$ cat src/common/gpbb_bus_pkg.sv
// widths and types of the EIM multiplexed address/data bus
// imported by every block that touches the CPU side of the register map

package gpbb_bus_pkg;

   //////////////////////////////
   // bus widths
   //////////////////////////////

   // one word on the shared address/data lines
   localparam int EIM_DATA_W = 16;

   // full byte address as seen by the register map
   localparam int EIM_ADDR_W = 19;

   // low address bits arrive on the data lines during the address phase
   localparam int EIM_ADDR_LO_BITS = 16;

   // remaining upper bits come from the dedicated address pins
   localparam int EIM_HI_ADDR_W = EIM_ADDR_W - EIM_ADDR_LO_BITS;

   //////////////////////////////
   // pipeline depths
   //////////////////////////////

   // read data retiming registers between the decode and the pins
   // (kept close to the pads so the wire delay gets most of the cycle)
   localparam int EIM_RD_STAGES = 2;

   //////////////////////////////
   // types
   //////////////////////////////

   // data word driven or sampled on the da lines
   typedef logic [EIM_DATA_W-1:0] eim_data_t;

   // latched byte address
   // top bits from a_i and low bits from the data lines
   typedef logic [EIM_ADDR_W-1:0] eim_addr_t;

   // upper address pins only
   typedef logic [EIM_HI_ADDR_W-1:0] eim_hi_addr_t;

endpackage

$ cat src/common/gpbb_map_pkg.sv
// register map of the breakout board: addresses, bit positions and version codes
// used by the register block and by the testbench to address the same words

package gpbb_map_pkg;

   //////////////////////////////
   // DUT side
   //////////////////////////////

   // one bank of DUT pins is one byte wide
   localparam int DUT_BYTE_W = 8;

   typedef logic [DUT_BYTE_W-1:0] dut_byte_t;

   //////////////////////////////
   // write-only bank
   //////////////////////////////

   // board control word
   localparam gpbb_bus_pkg::eim_addr_t ADDR_CTL = 19'h4_0000;

   // data for both DUT output banks
   // low byte goes to bank A and high byte to bank B
   localparam gpbb_bus_pkg::eim_addr_t ADDR_DUT_OUT = 19'h4_0002;

   //////////////////////////////
   // read-only bank
   //////////////////////////////

   // synchronized DUT input byte, zero extended
   localparam gpbb_bus_pkg::eim_addr_t ADDR_DUT_IN = 19'h4_1000;

   // board status flags
   localparam gpbb_bus_pkg::eim_addr_t ADDR_STAT = 19'h4_1002;

   // version words sit at the very top of the read-only bank
   localparam gpbb_bus_pkg::eim_addr_t ADDR_VER_MINOR = 19'h4_1FFC;
   localparam gpbb_bus_pkg::eim_addr_t ADDR_VER_MAJOR = 19'h4_1FFE;

   //////////////////////////////
   // field positions
   //////////////////////////////

   // control word bits, set to 1 from software to enable the function
   localparam int CTL_DRIVE_A = 0;
   localparam int CTL_DRIVE_B = 1;
   // 1 selects 5V output levels, 0 keeps the low voltage default
   localparam int CTL_HIGH_V = 15;

   // status word bits
   localparam int STAT_OVERCURRENT = 0;

   //////////////////////////////
   // version codes
   //////////////////////////////

   // major code identifies the design type, minor tracks its revision
   localparam gpbb_bus_pkg::eim_data_t VER_MINOR = 16'h0003;
   localparam gpbb_bus_pkg::eim_data_t VER_MAJOR = 16'h000B;

endpackage

$ cat src/eim/eim_capture.sv
// front end of the EIM bus: registers the pins, latches the address
// and derives the write strobe and the read drive qualifier

module eim_capture (
   input  logic                       bclk_i,
   input  logic                       arst_n_i,
   input  logic                       cs_n_i,
   input  logic                       rw_i,
   input  logic                       lba_n_i,
   input  logic                       oe_n_i,
   input  gpbb_bus_pkg::eim_hi_addr_t a_i,
   input  gpbb_bus_pkg::eim_data_t    da_i,
   output gpbb_bus_pkg::eim_addr_t    bus_addr_o,
   output gpbb_bus_pkg::eim_data_t    wr_data_o,
   output logic                       wr_stb_o,
   output logic                       rd_drive_o
);

   import gpbb_bus_pkg::*;

   // stage 1 of the input pipeline
   logic         cs_n_s1;
   logic         rw_s1;
   logic         lba_n_s1;
   logic         oe_n_s1;
   eim_hi_addr_t a_s1;
   eim_data_t    da_s1;

   // stage 2, only the signals the write path needs
   logic         cs_n_s2;
   logic         rw_s2;
   logic         lba_n_s2;
   eim_data_t    da_s2;

   eim_addr_t    bus_addr_q;

   //////////////////////////////
   // input pipeline
   //////////////////////////////

   // two register stages give the pads a full cycle for setup and hold
   // control lines reset to their idle levels so no cycle is seen
   always_ff @(posedge bclk_i or negedge arst_n_i) begin
      if (!arst_n_i) begin
         cs_n_s1  <= 1'b1;
         rw_s1    <= 1'b1;
         lba_n_s1 <= 1'b1;
         oe_n_s1  <= 1'b1;
         a_s1     <= '0;
         da_s1    <= '0;
         cs_n_s2  <= 1'b1;
         rw_s2    <= 1'b1;
         lba_n_s2 <= 1'b1;
         da_s2    <= '0;
      end else begin
         cs_n_s1  <= cs_n_i;
         rw_s1    <= rw_i;
         lba_n_s1 <= lba_n_i;
         oe_n_s1  <= oe_n_i;
         a_s1     <= a_i;
         da_s1    <= da_i;
         cs_n_s2  <= cs_n_s1;
         rw_s2    <= rw_s1;
         lba_n_s2 <= lba_n_s1;
         da_s2    <= da_s1;
      end
   end

   //////////////////////////////
   // address latch
   //////////////////////////////

   // address phase = lba_n low while selected
   // the address then holds for all data beats of the cycle
   always_ff @(posedge bclk_i or negedge arst_n_i) begin
      if (!arst_n_i) begin
         bus_addr_q <= '0;
      end else if (!cs_n_s1 && !lba_n_s1) begin
         bus_addr_q[EIM_ADDR_LO_BITS-1:0]          <= da_s1;
         bus_addr_q[EIM_ADDR_W-1:EIM_ADDR_LO_BITS] <= a_s1;
      end
   end

   assign bus_addr_o = bus_addr_q;

   //////////////////////////////
   // beat qualification
   //////////////////////////////

   // one strobe per write beat in stage 2
   // lands a cycle after the address so a back-to-back address phase
   // cannot overtake the last beat of the previous write
   assign wr_stb_o  = !cs_n_s2 && !rw_s2 && lba_n_s2;
   assign wr_data_o = da_s2;

   // CPU wants the lines driven on a data beat with oe_n low
   assign rd_drive_o = !oe_n_s1 && lba_n_s1;

endmodule

$ cat src/eim/eim_readback.sv
// read side of the EIM bus: retimes the decoded read word toward the pads
// and registers the enable for the shared data lines

module eim_readback (
   input  logic                    bclk_i,
   input  logic                    arst_n_i,
   input  gpbb_bus_pkg::eim_data_t rd_data_i,
   input  logic                    rd_drive_i,
   output gpbb_bus_pkg::eim_data_t da_o,
   output logic                    da_oe_o
);

   import gpbb_bus_pkg::*;

   // retiming chain, index 0 sits next to the decode
   eim_data_t rd_pipe_q [EIM_RD_STAGES];

   // registered pad enable
   logic      da_oe_q;

   //////////////////////////////
   // read data retiming
   //////////////////////////////

   // the decode is a wide mux on the latched address
   // so it gets its own cycle before the pad register
   always_ff @(posedge bclk_i or negedge arst_n_i) begin
      if (!arst_n_i) begin
         for (int i = 0; i < EIM_RD_STAGES; i++) begin
            rd_pipe_q[i] <= '0;
         end
      end else begin
         rd_pipe_q[0] <= rd_data_i;
         // shift toward the pins
         for (int i = 1; i < EIM_RD_STAGES; i++) begin
            rd_pipe_q[i] <= rd_pipe_q[i-1];
         end
      end
   end

   // last stage drives the pads directly
   assign da_o = rd_pipe_q[EIM_RD_STAGES-1];

   //////////////////////////////
   // output enable
   //////////////////////////////

   // active high enable for the data lines
   // released as soon as oe_n rises or a new address phase starts
   // so the CPU never fights the FPGA on an address phase
   always_ff @(posedge bclk_i or negedge arst_n_i) begin
      if (!arst_n_i) begin
         da_oe_q <= 1'b0;
      end else begin
         da_oe_q <= rd_drive_i;
      end
   end

   assign da_oe_o = da_oe_q;

endmodule

$ cat src/verilog/gpbb_regs.sv
// register block of the breakout board: write-only control and DUT output words,
// synchronized DUT inputs and the read decode of the read-only bank

module gpbb_regs (
   input  logic                    bclk_i,
   input  logic                    arst_n_i,
   input  gpbb_bus_pkg::eim_addr_t bus_addr_i,
   input  gpbb_bus_pkg::eim_data_t wr_data_i,
   input  logic                    wr_stb_i,
   input  gpbb_map_pkg::dut_byte_t dut_in_i,
   input  logic                    overcurrent_i,
   output gpbb_bus_pkg::eim_data_t rd_data_o,
   output gpbb_map_pkg::dut_byte_t dut_a_o,
   output gpbb_map_pkg::dut_byte_t dut_b_o,
   output logic                    drive_a_n_o,
   output logic                    drive_b_n_o,
   output logic                    volt_sel_o
);

   import gpbb_bus_pkg::*;
   import gpbb_map_pkg::*;

   // write-only words
   eim_data_t ctl_q;
   eim_data_t dut_out_q;

   // synchronizer flops for the asynchronous board inputs
   dut_byte_t dut_in_meta;
   dut_byte_t dut_in_sync;
   logic      oc_meta;
   logic      oc_sync;

   // read-only words built from the synchronized inputs
   eim_data_t dut_in_word;
   eim_data_t stat_word;
   eim_data_t rd_data;

   //////////////////////////////
   // write-only bank
   //////////////////////////////

   // each word takes the full bus word on a strobed write to its address
   // anything else in the window is silently dropped
   always_ff @(posedge bclk_i or negedge arst_n_i) begin
      if (!arst_n_i) begin
         ctl_q     <= '0;
         dut_out_q <= '0;
      end else if (wr_stb_i) begin
         if (bus_addr_i == ADDR_CTL) begin
            ctl_q <= wr_data_i;
         end
         if (bus_addr_i == ADDR_DUT_OUT) begin
            dut_out_q <= wr_data_i;
         end
      end
   end

   // low byte to bank A, high byte to bank B
   assign dut_a_o = dut_out_q[DUT_BYTE_W-1:0];
   assign dut_b_o = dut_out_q[EIM_DATA_W-1:DUT_BYTE_W];

   // board pins are active low or inverted
   // so software writes 1 to enable and a cleared word is the safe state
   assign drive_a_n_o = !ctl_q[CTL_DRIVE_A];
   assign drive_b_n_o = !ctl_q[CTL_DRIVE_B];
   // 1 on the pin = low voltage
   assign volt_sel_o  = !ctl_q[CTL_HIGH_V];

   //////////////////////////////
   // input synchronizers
   //////////////////////////////

   // DUT pins and the overcurrent flag come from off board
   // two flops each before anything on bclk looks at them
   always_ff @(posedge bclk_i or negedge arst_n_i) begin
      if (!arst_n_i) begin
         dut_in_meta <= '0;
         dut_in_sync <= '0;
         oc_meta     <= 1'b0;
         oc_sync     <= 1'b0;
      end else begin
         dut_in_meta <= dut_in_i;
         dut_in_sync <= dut_in_meta;
         oc_meta     <= overcurrent_i;
         oc_sync     <= oc_meta;
      end
   end

   //////////////////////////////
   // read-only bank
   //////////////////////////////

   // input byte zero extended to a bus word
   assign dut_in_word = {{(EIM_DATA_W-DUT_BYTE_W){1'b0}}, dut_in_sync};

   // status word, unused bits read 0
   always_comb begin
      stat_word                   = '0;
      stat_word[STAT_OVERCURRENT] = oc_sync;
   end

   // full address compare, write-only and unmapped words read 0
   always_comb begin
      case (bus_addr_i)
         ADDR_DUT_IN:    rd_data = dut_in_word;
         ADDR_STAT:      rd_data = stat_word;
         ADDR_VER_MINOR: rd_data = VER_MINOR;
         ADDR_VER_MAJOR: rd_data = VER_MAJOR;
         default:        rd_data = '0;
      endcase
   end

   // retimed downstream in the readback path
   assign rd_data_o = rd_data;

endmodule

$ cat src/verilog/gpbb_top.sv
// top level of the breakout board FPGA: EIM front end, register block
// and readback path, all on the bus clock

module gpbb_top (
   input  logic                       bclk_i,
   input  logic                       arst_n_i,
   // EIM bus from the CPU
   input  logic                       cs_n_i,
   input  logic                       rw_i,
   input  logic                       lba_n_i,
   input  logic                       oe_n_i,
   input  gpbb_bus_pkg::eim_hi_addr_t a_i,
   input  gpbb_bus_pkg::eim_data_t    da_i,
   output gpbb_bus_pkg::eim_data_t    da_o,
   output logic                       da_oe_o,
   // expansion connector
   input  gpbb_map_pkg::dut_byte_t    dut_in_i,
   input  logic                       overcurrent_i,
   output gpbb_map_pkg::dut_byte_t    dut_a_o,
   output gpbb_map_pkg::dut_byte_t    dut_b_o,
   output logic                       drive_a_n_o,
   output logic                       drive_b_n_o,
   output logic                       volt_sel_o
);

   import gpbb_bus_pkg::*;

   // front end to register block
   eim_addr_t bus_addr;
   eim_data_t wr_data;
   logic      wr_stb;

   // register block to readback
   eim_data_t rd_data;

   // front end to readback
   logic      rd_drive;

   //////////////////////////////
   // EIM front end
   //////////////////////////////

   eim_capture u_capture (
      .bclk_i     (bclk_i),
      .arst_n_i   (arst_n_i),
      .cs_n_i     (cs_n_i),
      .rw_i       (rw_i),
      .lba_n_i    (lba_n_i),
      .oe_n_i     (oe_n_i),
      .a_i        (a_i),
      .da_i       (da_i),
      .bus_addr_o (bus_addr),
      .wr_data_o  (wr_data),
      .wr_stb_o   (wr_stb),
      .rd_drive_o (rd_drive)
   );

   //////////////////////////////
   // register block
   //////////////////////////////

   gpbb_regs u_regs (
      .bclk_i        (bclk_i),
      .arst_n_i      (arst_n_i),
      .bus_addr_i    (bus_addr),
      .wr_data_i     (wr_data),
      .wr_stb_i      (wr_stb),
      .dut_in_i      (dut_in_i),
      .overcurrent_i (overcurrent_i),
      .rd_data_o     (rd_data),
      .dut_a_o       (dut_a_o),
      .dut_b_o       (dut_b_o),
      .drive_a_n_o   (drive_a_n_o),
      .drive_b_n_o   (drive_b_n_o),
      .volt_sel_o    (volt_sel_o)
   );

   // read data and pad enable back to the bus
   eim_readback u_readback (
      .bclk_i     (bclk_i),
      .arst_n_i   (arst_n_i),
      .rd_data_i  (rd_data),
      .rd_drive_i (rd_drive),
      .da_o       (da_o),
      .da_oe_o    (da_oe_o)
   );

endmodule

$ cat config.mk
export PLATFORM = sky130hd
export DESIGN_NAME = gpbb_top
export DESIGN_NICKNAME = d
export VERILOG_FILES = /design/src/common/gpbb_bus_pkg.sv /design/src/common/gpbb_map_pkg.sv /design/src/eim/eim_capture.sv /design/src/eim/eim_readback.sv /design/src/verilog/gpbb_regs.sv /design/src/verilog/gpbb_top.sv
export SDC_FILE = /design/constraint.sdc
export NUM_CORES = 1
export LEC_CHECK = 0
export BUFFER_PORTS_ARGS = -buffer_cell sky130_fd_sc_hd__clkbuf_2
export CORE_UTILIZATION = 50
export CTS_BUF_LIST = sky130_fd_sc_hd__clkbuf_2
export DETAILED_ROUTE_END_ITERATION = 16
export GPL_ROUTABILITY_DRIVEN = 0
export HOLD_SLACK_MARGIN = 0.08
export PLACE_DENSITY = 0.79
export SLEW_MARGIN = 15
export SYNTH_ARGS = -nofsm -noshare
export SYNTH_HDL_FRONTEND = slang
export SYNTH_SLANG_ARGS = --single-unit
$ cat constraint.sdc
create_clock -name bclk_i -period 4.53 [get_ports bclk_i]
set_clock_uncertainty 0.2 [all_clocks]
set_input_delay 0.6795 -clock bclk_i [delete_from_list [all_inputs] [get_ports bclk_i]]
set_output_delay 0.6795 -clock bclk_i [all_outputs]
set_load 0.02 [all_outputs]
==> results.json, run 1 <==
{
  "outcome": "finished, final reports clean",
  "cp_top_family": "simple AND/OR/NAND/NOR gates",
  "hold_buffers_post_cts": 33,
  "cap_violations": 0,
  "design.final.nets": 343,
  "post-synth-top-area-fraction": 0.724,
  "synth.largest_area_cell": "sky130_fd_sc_hd__dfrtp_1",
  "post_synth_num_cell_types": 26,
  "p_sw_frac": 0.233,
  "worst_skew_pair.late_latency_ns": 0.64,
  "timing.setup.critical_path_class": "reg -> reg",
  "leakagePower_uw": 0.00231,
  "grt_start_max_net_pins": 88,
  "p_seq_frac": 0.595,
  "cts_buffers": 17,
  "drt_iter0_markers": 66,
  "vdd.ir_drop.worst_mv": 0.199,
  "regToRegStartpoint": "u_capture.bus_addr_o[10]$_DFFE_PN0P_",
  "regToRegSetupSlack_ns": 2.15,
  "grt_use_total": 0.176,
  "yosys_register_bits": 115,
  "synth_area_um2": 3730,
  "critPathLaunch": "u_capture.bus_addr_o[10]$_DFFE_PN0P_",
  "layout.cells.most_common": "sky130_fd_sc_hd__dfrtp_1",
  "crit_path_end_kind": "flop",
  "clk_transition_reported_paths_ns": 0.16,
  "cp_data_arrival_time_ns": 2.70,
  "cts.path.max_buffers": 2,
  "core-area_um2": 7250,
  "min_delay_worst_endpoint": "u_readback.da_o[1]$_DFF_PN0_",
  "io_pins": 70,
  "die_area_um2": 7820,
  "clock_tree.root_cell": "sky130_fd_sc_hd__clkbuf_2",
  "synth_area_leaders": "sky130_fd_sc_hd__dfrtp_1, sky130_fd_sc_hd__mux2_2, sky130_fd_sc_hd__dfstp_2",
  "cells_on_worst_hold_path": 0,
  "synthArstFlopShare": 1.00,
  "worstHoldPathType": "reg -> reg",
  "post_cts_buffers": 0,
  "cts_tree": "done",
  "first_global_vias": 1971,
  "internal_power_uw": 1440,
  "timing.reg2reg.worst_path_depth": 4,
  "antenna_cells_inserted": 0,
  "power_frac_comb": 0.055,
  "part_of_the_power_in_the_clock_network": 0.350,
  "worstReg2RegEnd": "u_regs.dut_out_q[6]$_DFFE_PN0P_",
  "cts.repair.resized": 0,
  "critPathMaxStageDelay_ns": 0.55,
  "required_ns": 4.85,
  "placement_rows": 31,
  "crit_slowest_cell": "sky130_fd_sc_hd__or4_4",
  "filler_cell_count": 547,
  "final_period_minus_worst_setup_slack_ns": 2.38,
  "syn_avg_cell_area_um2": 18.1,
  "synthToLayoutAreaGrowth_pct": 24.1,
  "p_per_area_nw_per_um2": 405,
  "ctsHtreeMaxLevel": 4,
  "port_buffers": 61,
  "synth-warning-count": 0,
  "most_frequently_used_flop_master_after_synthesis": "sky130_fd_sc_hd__dfrtp_1",
  "p_sw_uw": 437,
  "dr.pass1.iters": 4,
  "worstMarginPinSlew_ns": 1.04,
  "final_antenna_net_count": 0,
  "period_share": 0.525,
  "wl_per_cell_um": 13.8,
  "dp_hpwl_mm": 3.44,
  "synth.yosys.seq_area_share": 0.773,
  "clock-sinks": 115,
  "cp_cell_sequence": "or4_4 > nor4_4 > nand4_4 > mux2_4",
  "global_route.overflow_total": 0,
  "report.final.slew_viol_count": 0,
  "chipWidth_um": 88.4,
  "finalWirelength_mm": 5.82,
  "fmax_ghz": 0.421,
  "cp.buffers_inverters": 0,
  "antenna_found_initial": 0,
  "wire_length_of_the_first_global_routing_pass_mm": 9.47,
  "initial_utilization": 0.515,
  "timing.max_slew.rel_slack": 0.303,
  "grt_setup_unrepaired": "no",
  "setup.worst_path.start_class": "flop",
  "hold_path_startpoint": "u_readback.rd_pipe_q[17]$_DFF_PN0_",
  "synth-edff-count": 0,
  "vias_per_cell": 4.54,
  "commonest_cells_after_routing_fill_and_taps_aside": "sky130_fd_sc_hd__dfrtp_1, sky130_fd_sc_hd__clkbuf_2, sky130_fd_sc_hd__dlygate4sd3_1",
  "stdcell_area_um2": 4630,
  "totalNegativeSetupSlack_ns": 0,
  "height_of_the_die_um": 88.4,
  "drc_errors": 0,
  "synth_cells": 206,
  "via_count": 1911,
  "setup-violations-final": 0,
  "layout-drive-gt1-share": 0.438,
  "dpl-instance-area_um2": 4070,
  "worst-path-max-fanout": 16,
  "finalHoldViolations": 0
}
## power by group through the flow
| stage | Sequential, µW | Clock (µW) | Combinational, µW |
|---|---|---|---|
| after detailed placement | 1130 | 0 | 82.3 |
| after global routing | 1120 | 725 | 116 |
| after global placement | 1130 | 0 | 80.3 |
| after floorplan | 1120 | 0 | 47.6 |
| final | 1120 | 656 | 104 |
| after CTS | 1120 | 677 | 106 |
## metal layers
layer | share of wire | wire, µm | up-vias | track usage
li1 | - | - | 889 | -
met1 | 0.45 | 2610 | 953 | 0.221
met2 | 0.49 | 2850 | 61 | 0.257
met3 | 0.049 | 286 | 8 | 0.0951
met4 | 0.012 | 72 | 0 | 0.0748
met5 | 0 | 0 | - | 0
## synthesized netlist by cell type, drive strengths merged, types with 2 or more instances
master	number
dfrtp	108
dfstp	7
and2	5
mux2	38
clkbuf	2
nor2b	3
nand2	2
nand4	3
and4	2
nor4	4
buf	17
and3	2
inv	4
## registers in the layout, indices dropped and copies added (netlist names), 3 cells and up
| signal | count |
|---|---|
| u_capture.wr_data_o | 16 |
| u_regs.ctl_q | 3 |
| u_regs.dut_in_meta | 8 |
| u_capture.a_s1 | 3 |
| u_capture.bus_addr_o | 19 |
| u_regs.dut_in_sync | 8 |
| u_readback.rd_pipe_q | 8 |
| u_capture.da_s1 | 16 |
| u_readback.da_o | 8 |
| u_regs.dut_out_q | 16 |
## final cells by class
class	instances	area (µm²)	share of cell area
clock buffers	19	95.1	0.0205
clock inverters	13	141	0.0305
inverters	4	15.0	0.00324
multi-input cells	75	719	0.155
flip-flops and latches	115	2890	0.623
well taps	99	124	0.0267
repair buffers	96	653	0.141
## cells by family after synthesis
group | after synthesis | share of synthesized area
flip-flops | 115 | 0.773
AO/OA/AOI/OAI | 4 | 0.00804
other | 1 | 0.00100
AND/OR/NAND/NOR | 25 | 0.0519
buffers and inverters | 23 | 0.0412
multiplexers | 38 | 0.125
## worst max path at each step
stage	to	slack (ns)	cells after the start
4_1_cts	u_regs.dut_out_q[14]$_DFFE_PN0P_	2.14	4
5_1_grt	u_regs.dut_out_q[14]$_DFFE_PN0P_	2.08	4
6_report	u_regs.dut_out_q[6]$_DFFE_PN0P_	2.15	4
2_1_floorplan	u_regs.dut_out_q[10]$_DFFE_PN0P_	2.40	5
3_5_place_dp	u_regs.dut_out_q[7]$_DFFE_PN0P_	2.18	4
3_3_place_gp	u_regs.dut_out_q[8]$_DFFE_PN0P_	2.22	4
## worst register-to-register path, cell delays in order (launching register included)
cell and delay (ns):
sky130_fd_sc_hd__dfrtp_1 0.43, sky130_fd_sc_hd__or4_4 0.55, sky130_fd_sc_hd__nor4_4 0.26, sky130_fd_sc_hd__nand4_4 0.40
sky130_fd_sc_hd__mux2_4 0.43
## stage by stage
step	utilization	cells	hold slack [ns]	total power, µW	setup slack [ns]
floorplan	-	213	0.131	1170	2.40
detailed placement	0.561	356	0.135	1220	2.18
global placement	0.561	356	0.132	1210	2.22
global route	0.639	421	0.178	1960	2.08
CTS	0.639	421	0.159	1900	2.14
finish	0.639	421	0.157	1880	2.15
(Power assumes the default switching activity.)
==> inputs of run 2 (changes only) <==
==> constraint.sdc (replaced) <==
create_clock -name bclk_i -period 2.2 [get_ports bclk_i]
set_clock_uncertainty 0.2 [all_clocks]
set_input_delay 0.33 -clock bclk_i [delete_from_list [all_inputs] [get_ports bclk_i]]
set_output_delay 0.33 -clock bclk_i [all_outputs]
set_load 0.02 [all_outputs]
==> run 2 against run 1 <==
Compared with the run above: via count up 0.94%; final area rose by 2.1%; utilization rose by 1.3 points; routed wire length decreased by 0.81%; sequential cell count is the same; power is 98% higher; setup slack worse by 2.1 ns; critical path type unchanged; critical endpoint is now u_regs.dut_out_q[7]$_DFFE_PN0P_.
==> results.json, run 2 (synthesis gave the netlist of run 1 again) <==
{
  "crit_slowest_cell": "sky130_fd_sc_hd__or4_4",
  "regToRegSetupSlack_ns": 0.03,
  "hold_path_startpoint": "da_i[14]",
  "port_buffers": 61,
  "grt_start_max_net_pins": 58,
  "leakagePower_uw": 0.00236,
  "post_cts_buffers": 0,
  "timing.setup.critical_path_class": "reg -> reg",
  "p_seq_frac": 0.618,
  "worstHoldPathType": "in -> reg",
  "layout.cells.most_common": "sky130_fd_sc_hd__dfrtp_1",
  "vias_per_cell": 4.49,
  "setup_ws_ns": 0.0310,
  "finalWirelength_mm": 5.77,
  "finalHoldViolations": 0,
  "p_sw_uw": 838,
  "antenna_found_initial": 0,
  "synthToLayoutAreaGrowth_pct": 26.7,
  "power_frac_comb": 0.063,
  "critPathMaxStageDelay_ns": 0.55,
  "cells_on_worst_hold_path": 2,
  "final_antenna_net_count": 0,
  "dr.pass1.iters": 4,
  "cp_top_family": "simple AND/OR/NAND/NOR gates",
  "period_share": 0.986,
  "fmax_ghz": 0.461,
  "chipWidth_um": 88.4,
  "stdcell_area_um2": 4730,
  "grt_use_total": 0.175,
  "outcome": "finished, final reports clean",
  "wire_length_of_the_first_global_routing_pass_mm": 9.38,
  "report.final.slew_viol_count": 0,
  "worst-path-max-fanout": 16,
  "crit_path_end_kind": "flop",
  "regToRegStartpoint": "u_capture.bus_addr_o[10]$_DFFE_PN0P_",
  "cp_data_arrival_time_ns": 2.47,
  "drc_errors": 0,
  "clk_transition_reported_paths_ns": 0.14,
  "vdd.ir_drop.worst_mv": 0.489,
  "cp.buffers_inverters": 1,
  "internal_power_uw": 2870,
  "global_route.overflow_total": 0,
  "clock-sinks": 115,
  "setup-violations-final": 0,
  "placement_rows": 31,
  "dpl-instance-area_um2": 4130,
  "setup.worst_path.start_class": "flop",
  "design.final.nets": 353,
  "io_pins": 70,
  "p_per_area_nw_per_um2": 785,
  "antenna_cells_inserted": 0,
  "required_ns": 2.51,
  "via_count": 1929,
  "grt_setup_unrepaired": "yes",
  "die_area_um2": 7820,
  "timing.reg2reg.worst_path_depth": 5,
  "ctsHtreeMaxLevel": 4,
  "part_of_the_power_in_the_clock_network": 0.319,
  "cts_tree": "done",
  "area_taken_by_multi_input_logic_gates_um2": 729,
  "first_global_vias": 1978,
  "cts_buffers": 17,
  "worstReg2RegEnd": "u_regs.dut_out_q[7]$_DFFE_PN0P_",
  "wl_per_cell_um": 13.4,
  "min_delay_worst_endpoint": "u_capture.da_s1[14]$_DFF_PN0_",
  "final_period_minus_worst_setup_slack_ns": 2.17,
  "initial_utilization": 0.515,
  "core-area_um2": 7250,
  "drt_iter0_markers": 66,
  "cp_cell_sequence": "or4_4 > nor4_4 > nand4_4 > buf_12 > mux2_4",
  "clock_tree.root_cell": "sky130_fd_sc_hd__clkbuf_2",
  "commonest_cells_after_routing_fill_and_taps_aside": "sky130_fd_sc_hd__dfrtp_1, sky130_fd_sc_hd__clkbuf_2, sky130_fd_sc_hd__dlygate4sd3_1",
  "placement.setup.worst_slack_ns": 0.0280,
  "cts.path.max_buffers": 2,
  "worst_skew_pair.late_latency_ns": 0.62,
  "layout-drive-gt1-share": 0.438,
  "height_of_the_die_um": 88.4,
  "p_sw_frac": 0.226,
  "filler_cell_count": 543,
  "dp_hpwl_mm": 3.65,
  "seqCellArea_um2": 2890,
  "max_reg_flops": 19,
  "cap_violations": 0
}
==> run 2: cell count changes in the layout (fill, tap and decap cells not counted), sizes merged <==
cell,before,now
buf,3,9
bufinv,3,2
clkbuf,79,82
clkinv,8,7
clkinvlp,2,0
dlygate4sd3,33,37
==> run 2: worst max path at each step <==
stage,start,end,slack [ns],cells past startpoint
after floorplan,u_capture.bus_addr_o[10]$_DFFE_PN0P_,u_regs.dut_out_q[10]$_DFFE_PN0P_,0.07,5
after global placement,u_capture.bus_addr_o[10]$_DFFE_PN0P_,u_regs.ctl_q[15]$_DFFE_PN0P_,0.07,4
after detailed placement,u_capture.bus_addr_o[10]$_DFFE_PN0P_,u_regs.ctl_q[1]$_DFFE_PN0P_,0.03,4
after CTS,u_capture.bus_addr_o[10]$_DFFE_PN0P_,u_regs.ctl_q[1]$_DFFE_PN0P_,0.03,4
after global routing,u_capture.bus_addr_o[10]$_DFFE_PN0P_,u_regs.dut_out_q[10]$_DFFE_PN0P_,-0.02,5
final,u_capture.bus_addr_o[10]$_DFFE_PN0P_,u_regs.dut_out_q[7]$_DFFE_PN0P_,0.03,5
==> run 2: worst reg2reg max path: cells and delay by family, from the launching register on <==
kind,cells,cell delay [ns]
simple gates,3,0.96
mux,1,0.31
flops,1,0.41
buf+inv,1,0.18
==> run 2: per-stage QoR <==
step	util	TNS (ns)	hold slack, ns	power [µW]	instances
5_1_grt	0.652	-0.123	0.0845	3900	430
4_1_cts	0.650	0	0.0834	3760	429
6_report	0.652	0	0.143	3710	430
2_1_floorplan	-	0	-0.166	2410	213
3_3_place_gp	0.569	0	0.112	2500	361
3_5_place_dp	0.569	0	0.114	2510	361
==> run 2: cell type report <==
| class | count | area share |
|---|---|---|
| clock inverter | 9 | 0.0188 |
| tap | 99 | 0.0262 |
| multi-input combinational | 75 | 0.154 |
| sequential | 115 | 0.610 |
| inverter | 4 | 0.00317 |
| clock buffer | 22 | 0.0233 |
| timing repair buffer | 106 | 0.164 |
==> run 2: power groups by stage <==
| stage | combinational (µW) | sequential, µW | clock, µW |
|---|---|---|---|
| after floorplan | 98.0 | 2310 | 0 |
| after global placement | 172 | 2330 | 0 |
| after detailed placement | 179 | 2340 | 0 |
| after CTS | 234 | 2300 | 1230 |
| after global routing | 258 | 2310 | 1330 |
| final | 233 | 2290 | 1180 |
==> run 2: what timing repair did <==
item | 4_1_cts | 5_1_grt
gates cloned | 0 | 0
hold endpoints to repair | 140 | 1
hold buffers | 37 | 1
gates resized for setup | 1 | 2
setup endpoints to repair | 1 | 11
==> run 2: metal layers <==
layer,global-route usage,wire (µm),up-vias
met3,0.0756,321,11
met5,0,0,-
met1,0.207,2500,955
met2,0.277,2840,59
met4,0.0880,111,0
li1,-,-,904
==> inputs of run 3 (changes only) <==
--- a/config.mk
+++ b/config.mk
@@ -5,7 +5,7 @@
 export SDC_FILE = /design/constraint.sdc
 export NUM_CORES = 1
 export LEC_CHECK = 0
-export BUFFER_PORTS_ARGS = -buffer_cell sky130_fd_sc_hd__clkbuf_2
+export BUFFER_PORTS_ARGS = -buffer_cell sky130_fd_sc_hd__buf_2
 export CORE_UTILIZATION = 50
 export CTS_BUF_LIST = sky130_fd_sc_hd__clkbuf_2
 export DETAILED_ROUTE_END_ITERATION = 16
==> run 3 against run 2 <==
Compared with the run above: setup slack improved by 0.0077 ns; global-route usage grew 0.17 points; hold slack improved by 0.013 ns; highest routed layer unchanged; non-clock buffer count rose by 4; clock-buffer cell count fell by 3; final area rose by 3.1%; critical endpoint is now u_regs.dut_out_q[11]$_DFFE_PN0P_; sequential power barely moved; combinational power about the same; sequential share of layout area shrank 1.8 points; utilization increased by 2.0 points.
==> results.json, run 3 (synthesis gave the netlist of run 1 again) <==
{
  "first_global_vias": 2069,
  "synthToLayoutAreaGrowth_pct": 30.6,
  "p_sw_frac": 0.209,
  "layout-drive-gt1-share": 0.443,
  "clk_transition_reported_paths_ns": 0.16,
  "cells_on_worst_hold_path": 2,
  "worst-path-max-fanout": 10,
  "critPathLaunch": "u_capture.bus_addr_o[10]$_DFFE_PN0P_",
  "post_cts_buffers": 0,
  "cts.path.max_buffers": 2,
  "final_period_minus_worst_setup_slack_ns": 2.16,
  "wire_length_of_the_first_global_routing_pass_mm": 9.65,
  "wl_per_cell_um": 13.6,
  "ctsHtreeMaxLevel": 4,
  "clock-sinks": 115,
  "port_buffers": 61,
  "chipWidth_um": 88.4,
  "finalWirelength_mm": 5.91,
  "cts_tree": "done",
  "report.final.slew_viol_count": 0,
  "fmax_ghz": 0.463,
  "vdd.ir_drop.worst_mv": 0.507,
  "cts_buffers": 17,
  "crit_path_end_kind": "flop",
  "post-place-cells": 361,
  "hold_path_startpoint": "da_i[0]",
  "leakagePower_uw": 0.00244,
  "outcome": "finished, final reports clean",
  "timing.setup.critical_path_class": "reg -> reg",
  "timing.reg2reg.worst_path_depth": 5,
  "worstHoldPathType": "in -> reg",
  "height_of_the_die_um": 88.4,
  "placement.setup.worst_slack_ns": 0.0175,
  "drt_iter0_markers": 87,
  "design.final.nets": 357,
  "clock_tree.root_cell": "sky130_fd_sc_hd__clkbuf_2",
  "grt_start_max_net_pins": 60,
  "endpoint": "u_regs.dut_out_q[11]$_DFFE_PN0P_",
  "grt_setup_unrepaired": "yes",
  "power_frac_comb": 0.056,
  "worst_skew_pair.late_latency_ns": 0.60,
  "antenna_cells_inserted": 0,
  "p_seq_frac": 0.546,
  "antenna_found_initial": 0,
  "vias_per_cell": 4.53,
  "io_pins": 70,
  "regToRegSetupSlack_ns": 0.04,
  "finalHoldViolations": 0,
  "regToRegStartpoint": "u_capture.bus_addr_o[10]$_DFFE_PN0P_",
  "core-area_um2": 7250,
  "max_reg_flops": 19,
  "die_area_um2": 7820,
  "required_ns": 2.50,
  "part_of_the_power_in_the_clock_network": 0.398,
  "commonest_cells_after_routing_fill_and_taps_aside": "sky130_fd_sc_hd__dfrtp_1, sky130_fd_sc_hd__buf_2, sky130_fd_sc_hd__dlygate4sd3_1",
  "initial_utilization": 0.515,
  "setup-violations-final": 0,
  "p_sw_uw": 878,
  "cp_data_arrival_time_ns": 2.46,
  "drc_errors": 0,
  "dp_hpwl_mm": 3.75,
  "period_share": 0.982,
  "setup_ws_ns": 0.0387,
  "internal_power_uw": 3330,
  "grt_use_total": 0.177,
  "placement_rows": 31,
  "filler_cell_count": 517,
  "cap_violations": 0,
  "final_antenna_net_count": 0,
  "via_count": 1969,
  "finish.cell_count_without_fillers": 435,
  "dr.pass1.iters": 4,
  "global_route.overflow_total": 0,
  "worstReg2RegEnd": "u_regs.dut_out_q[11]$_DFFE_PN0P_",
  "totalNegativeSetupSlack_ns": 0,
  "p_per_area_nw_per_um2": 863,
  "layout.cells.most_common": "sky130_fd_sc_hd__dfrtp_1",
  "setup.worst_path.start_class": "flop"
}
-- run 3: layer usage --
metal | GRT usage | wire length [µm] | part of all wire | vias to the layer above
li1 | - | - | - | 918
met1 | 0.219 | 2570 | 0.43 | 980
met2 | 0.276 | 2970 | 0.50 | 59
met3 | 0.0690 | 264 | 0.045 | 12
met4 | 0.0836 | 107 | 0.018 | 0
met5 | 0 | 0 | 0 | -
-- run 3: per-stage QoR --
stage	hold slack, ns	utilization	total power, µW	instance area [µm²]
floorplan	-0.166	-	2410	3760
global placement	0.0771	0.568	2500	4120
detailed placement	0.0797	0.568	2520	4120
CTS	0.0803	0.667	4270	4840
global route	0.0839	0.672	4400	4880
finish	0.156	0.672	4210	4880
-- run 3: worst min path at each step --
stage                                      end  slack [ns]
3_5_place_dp      u_readback.da_o[7]$_DFF_PN0_        0.08
4_1_cts           u_capture.da_s1[4]$_DFF_PN0_        0.08
6_report          u_capture.da_s1[0]$_DFF_PN0_        0.16
3_3_place_gp      u_readback.da_o[7]$_DFF_PN0_        0.08
5_1_grt        u_regs.dut_in_meta[3]$_DFF_PN0_        0.08
2_1_floorplan      u_capture.a_s1[0]$_DFF_PN0_       -0.17
-- run 3: what timing repair did --
item                                    4_1_cts  5_1_grt
endpoints found under the setup margin        0       19
resized for setup                             0        7
hold buffers                                 40        2
endpoints found under the hold margin       147        2
-- run 3: power by group through the flow --
stage          clock network [µW]  registers [µW]  logic (µW)
6_report                     1670            2300         236
5_1_grt                      1820            2310         266
4_1_cts                      1730            2300         235
3_5_place_dp                    0            2340         177
3_3_place_gp                    0            2330         171
2_1_floorplan                   0            2310        98.0
-- run 3: layout make-up --
cell class,count,area [µm²],area share
Clock inverter,13,213,0.0436
Inverter,4,15.0,0.00308
Multi-Input combinational cell,75,733,0.150
Sequential cell,115,2890,0.592
Tap cell,99,124,0.0254
Clock buffer,19,95.1,0.0195
Timing Repair Buffer,110,811,0.166
-- run 3: critical path, stage by stage, from the launching register on --
cell	delay (ns)
sky130_fd_sc_hd__dfrtp_1	0.43
sky130_fd_sc_hd__or4_4	0.56
sky130_fd_sc_hd__nor4_4	0.26
sky130_fd_sc_hd__nand4_4	0.15
sky130_fd_sc_hd__buf_6	0.18
sky130_fd_sc_hd__mux2_4	0.30
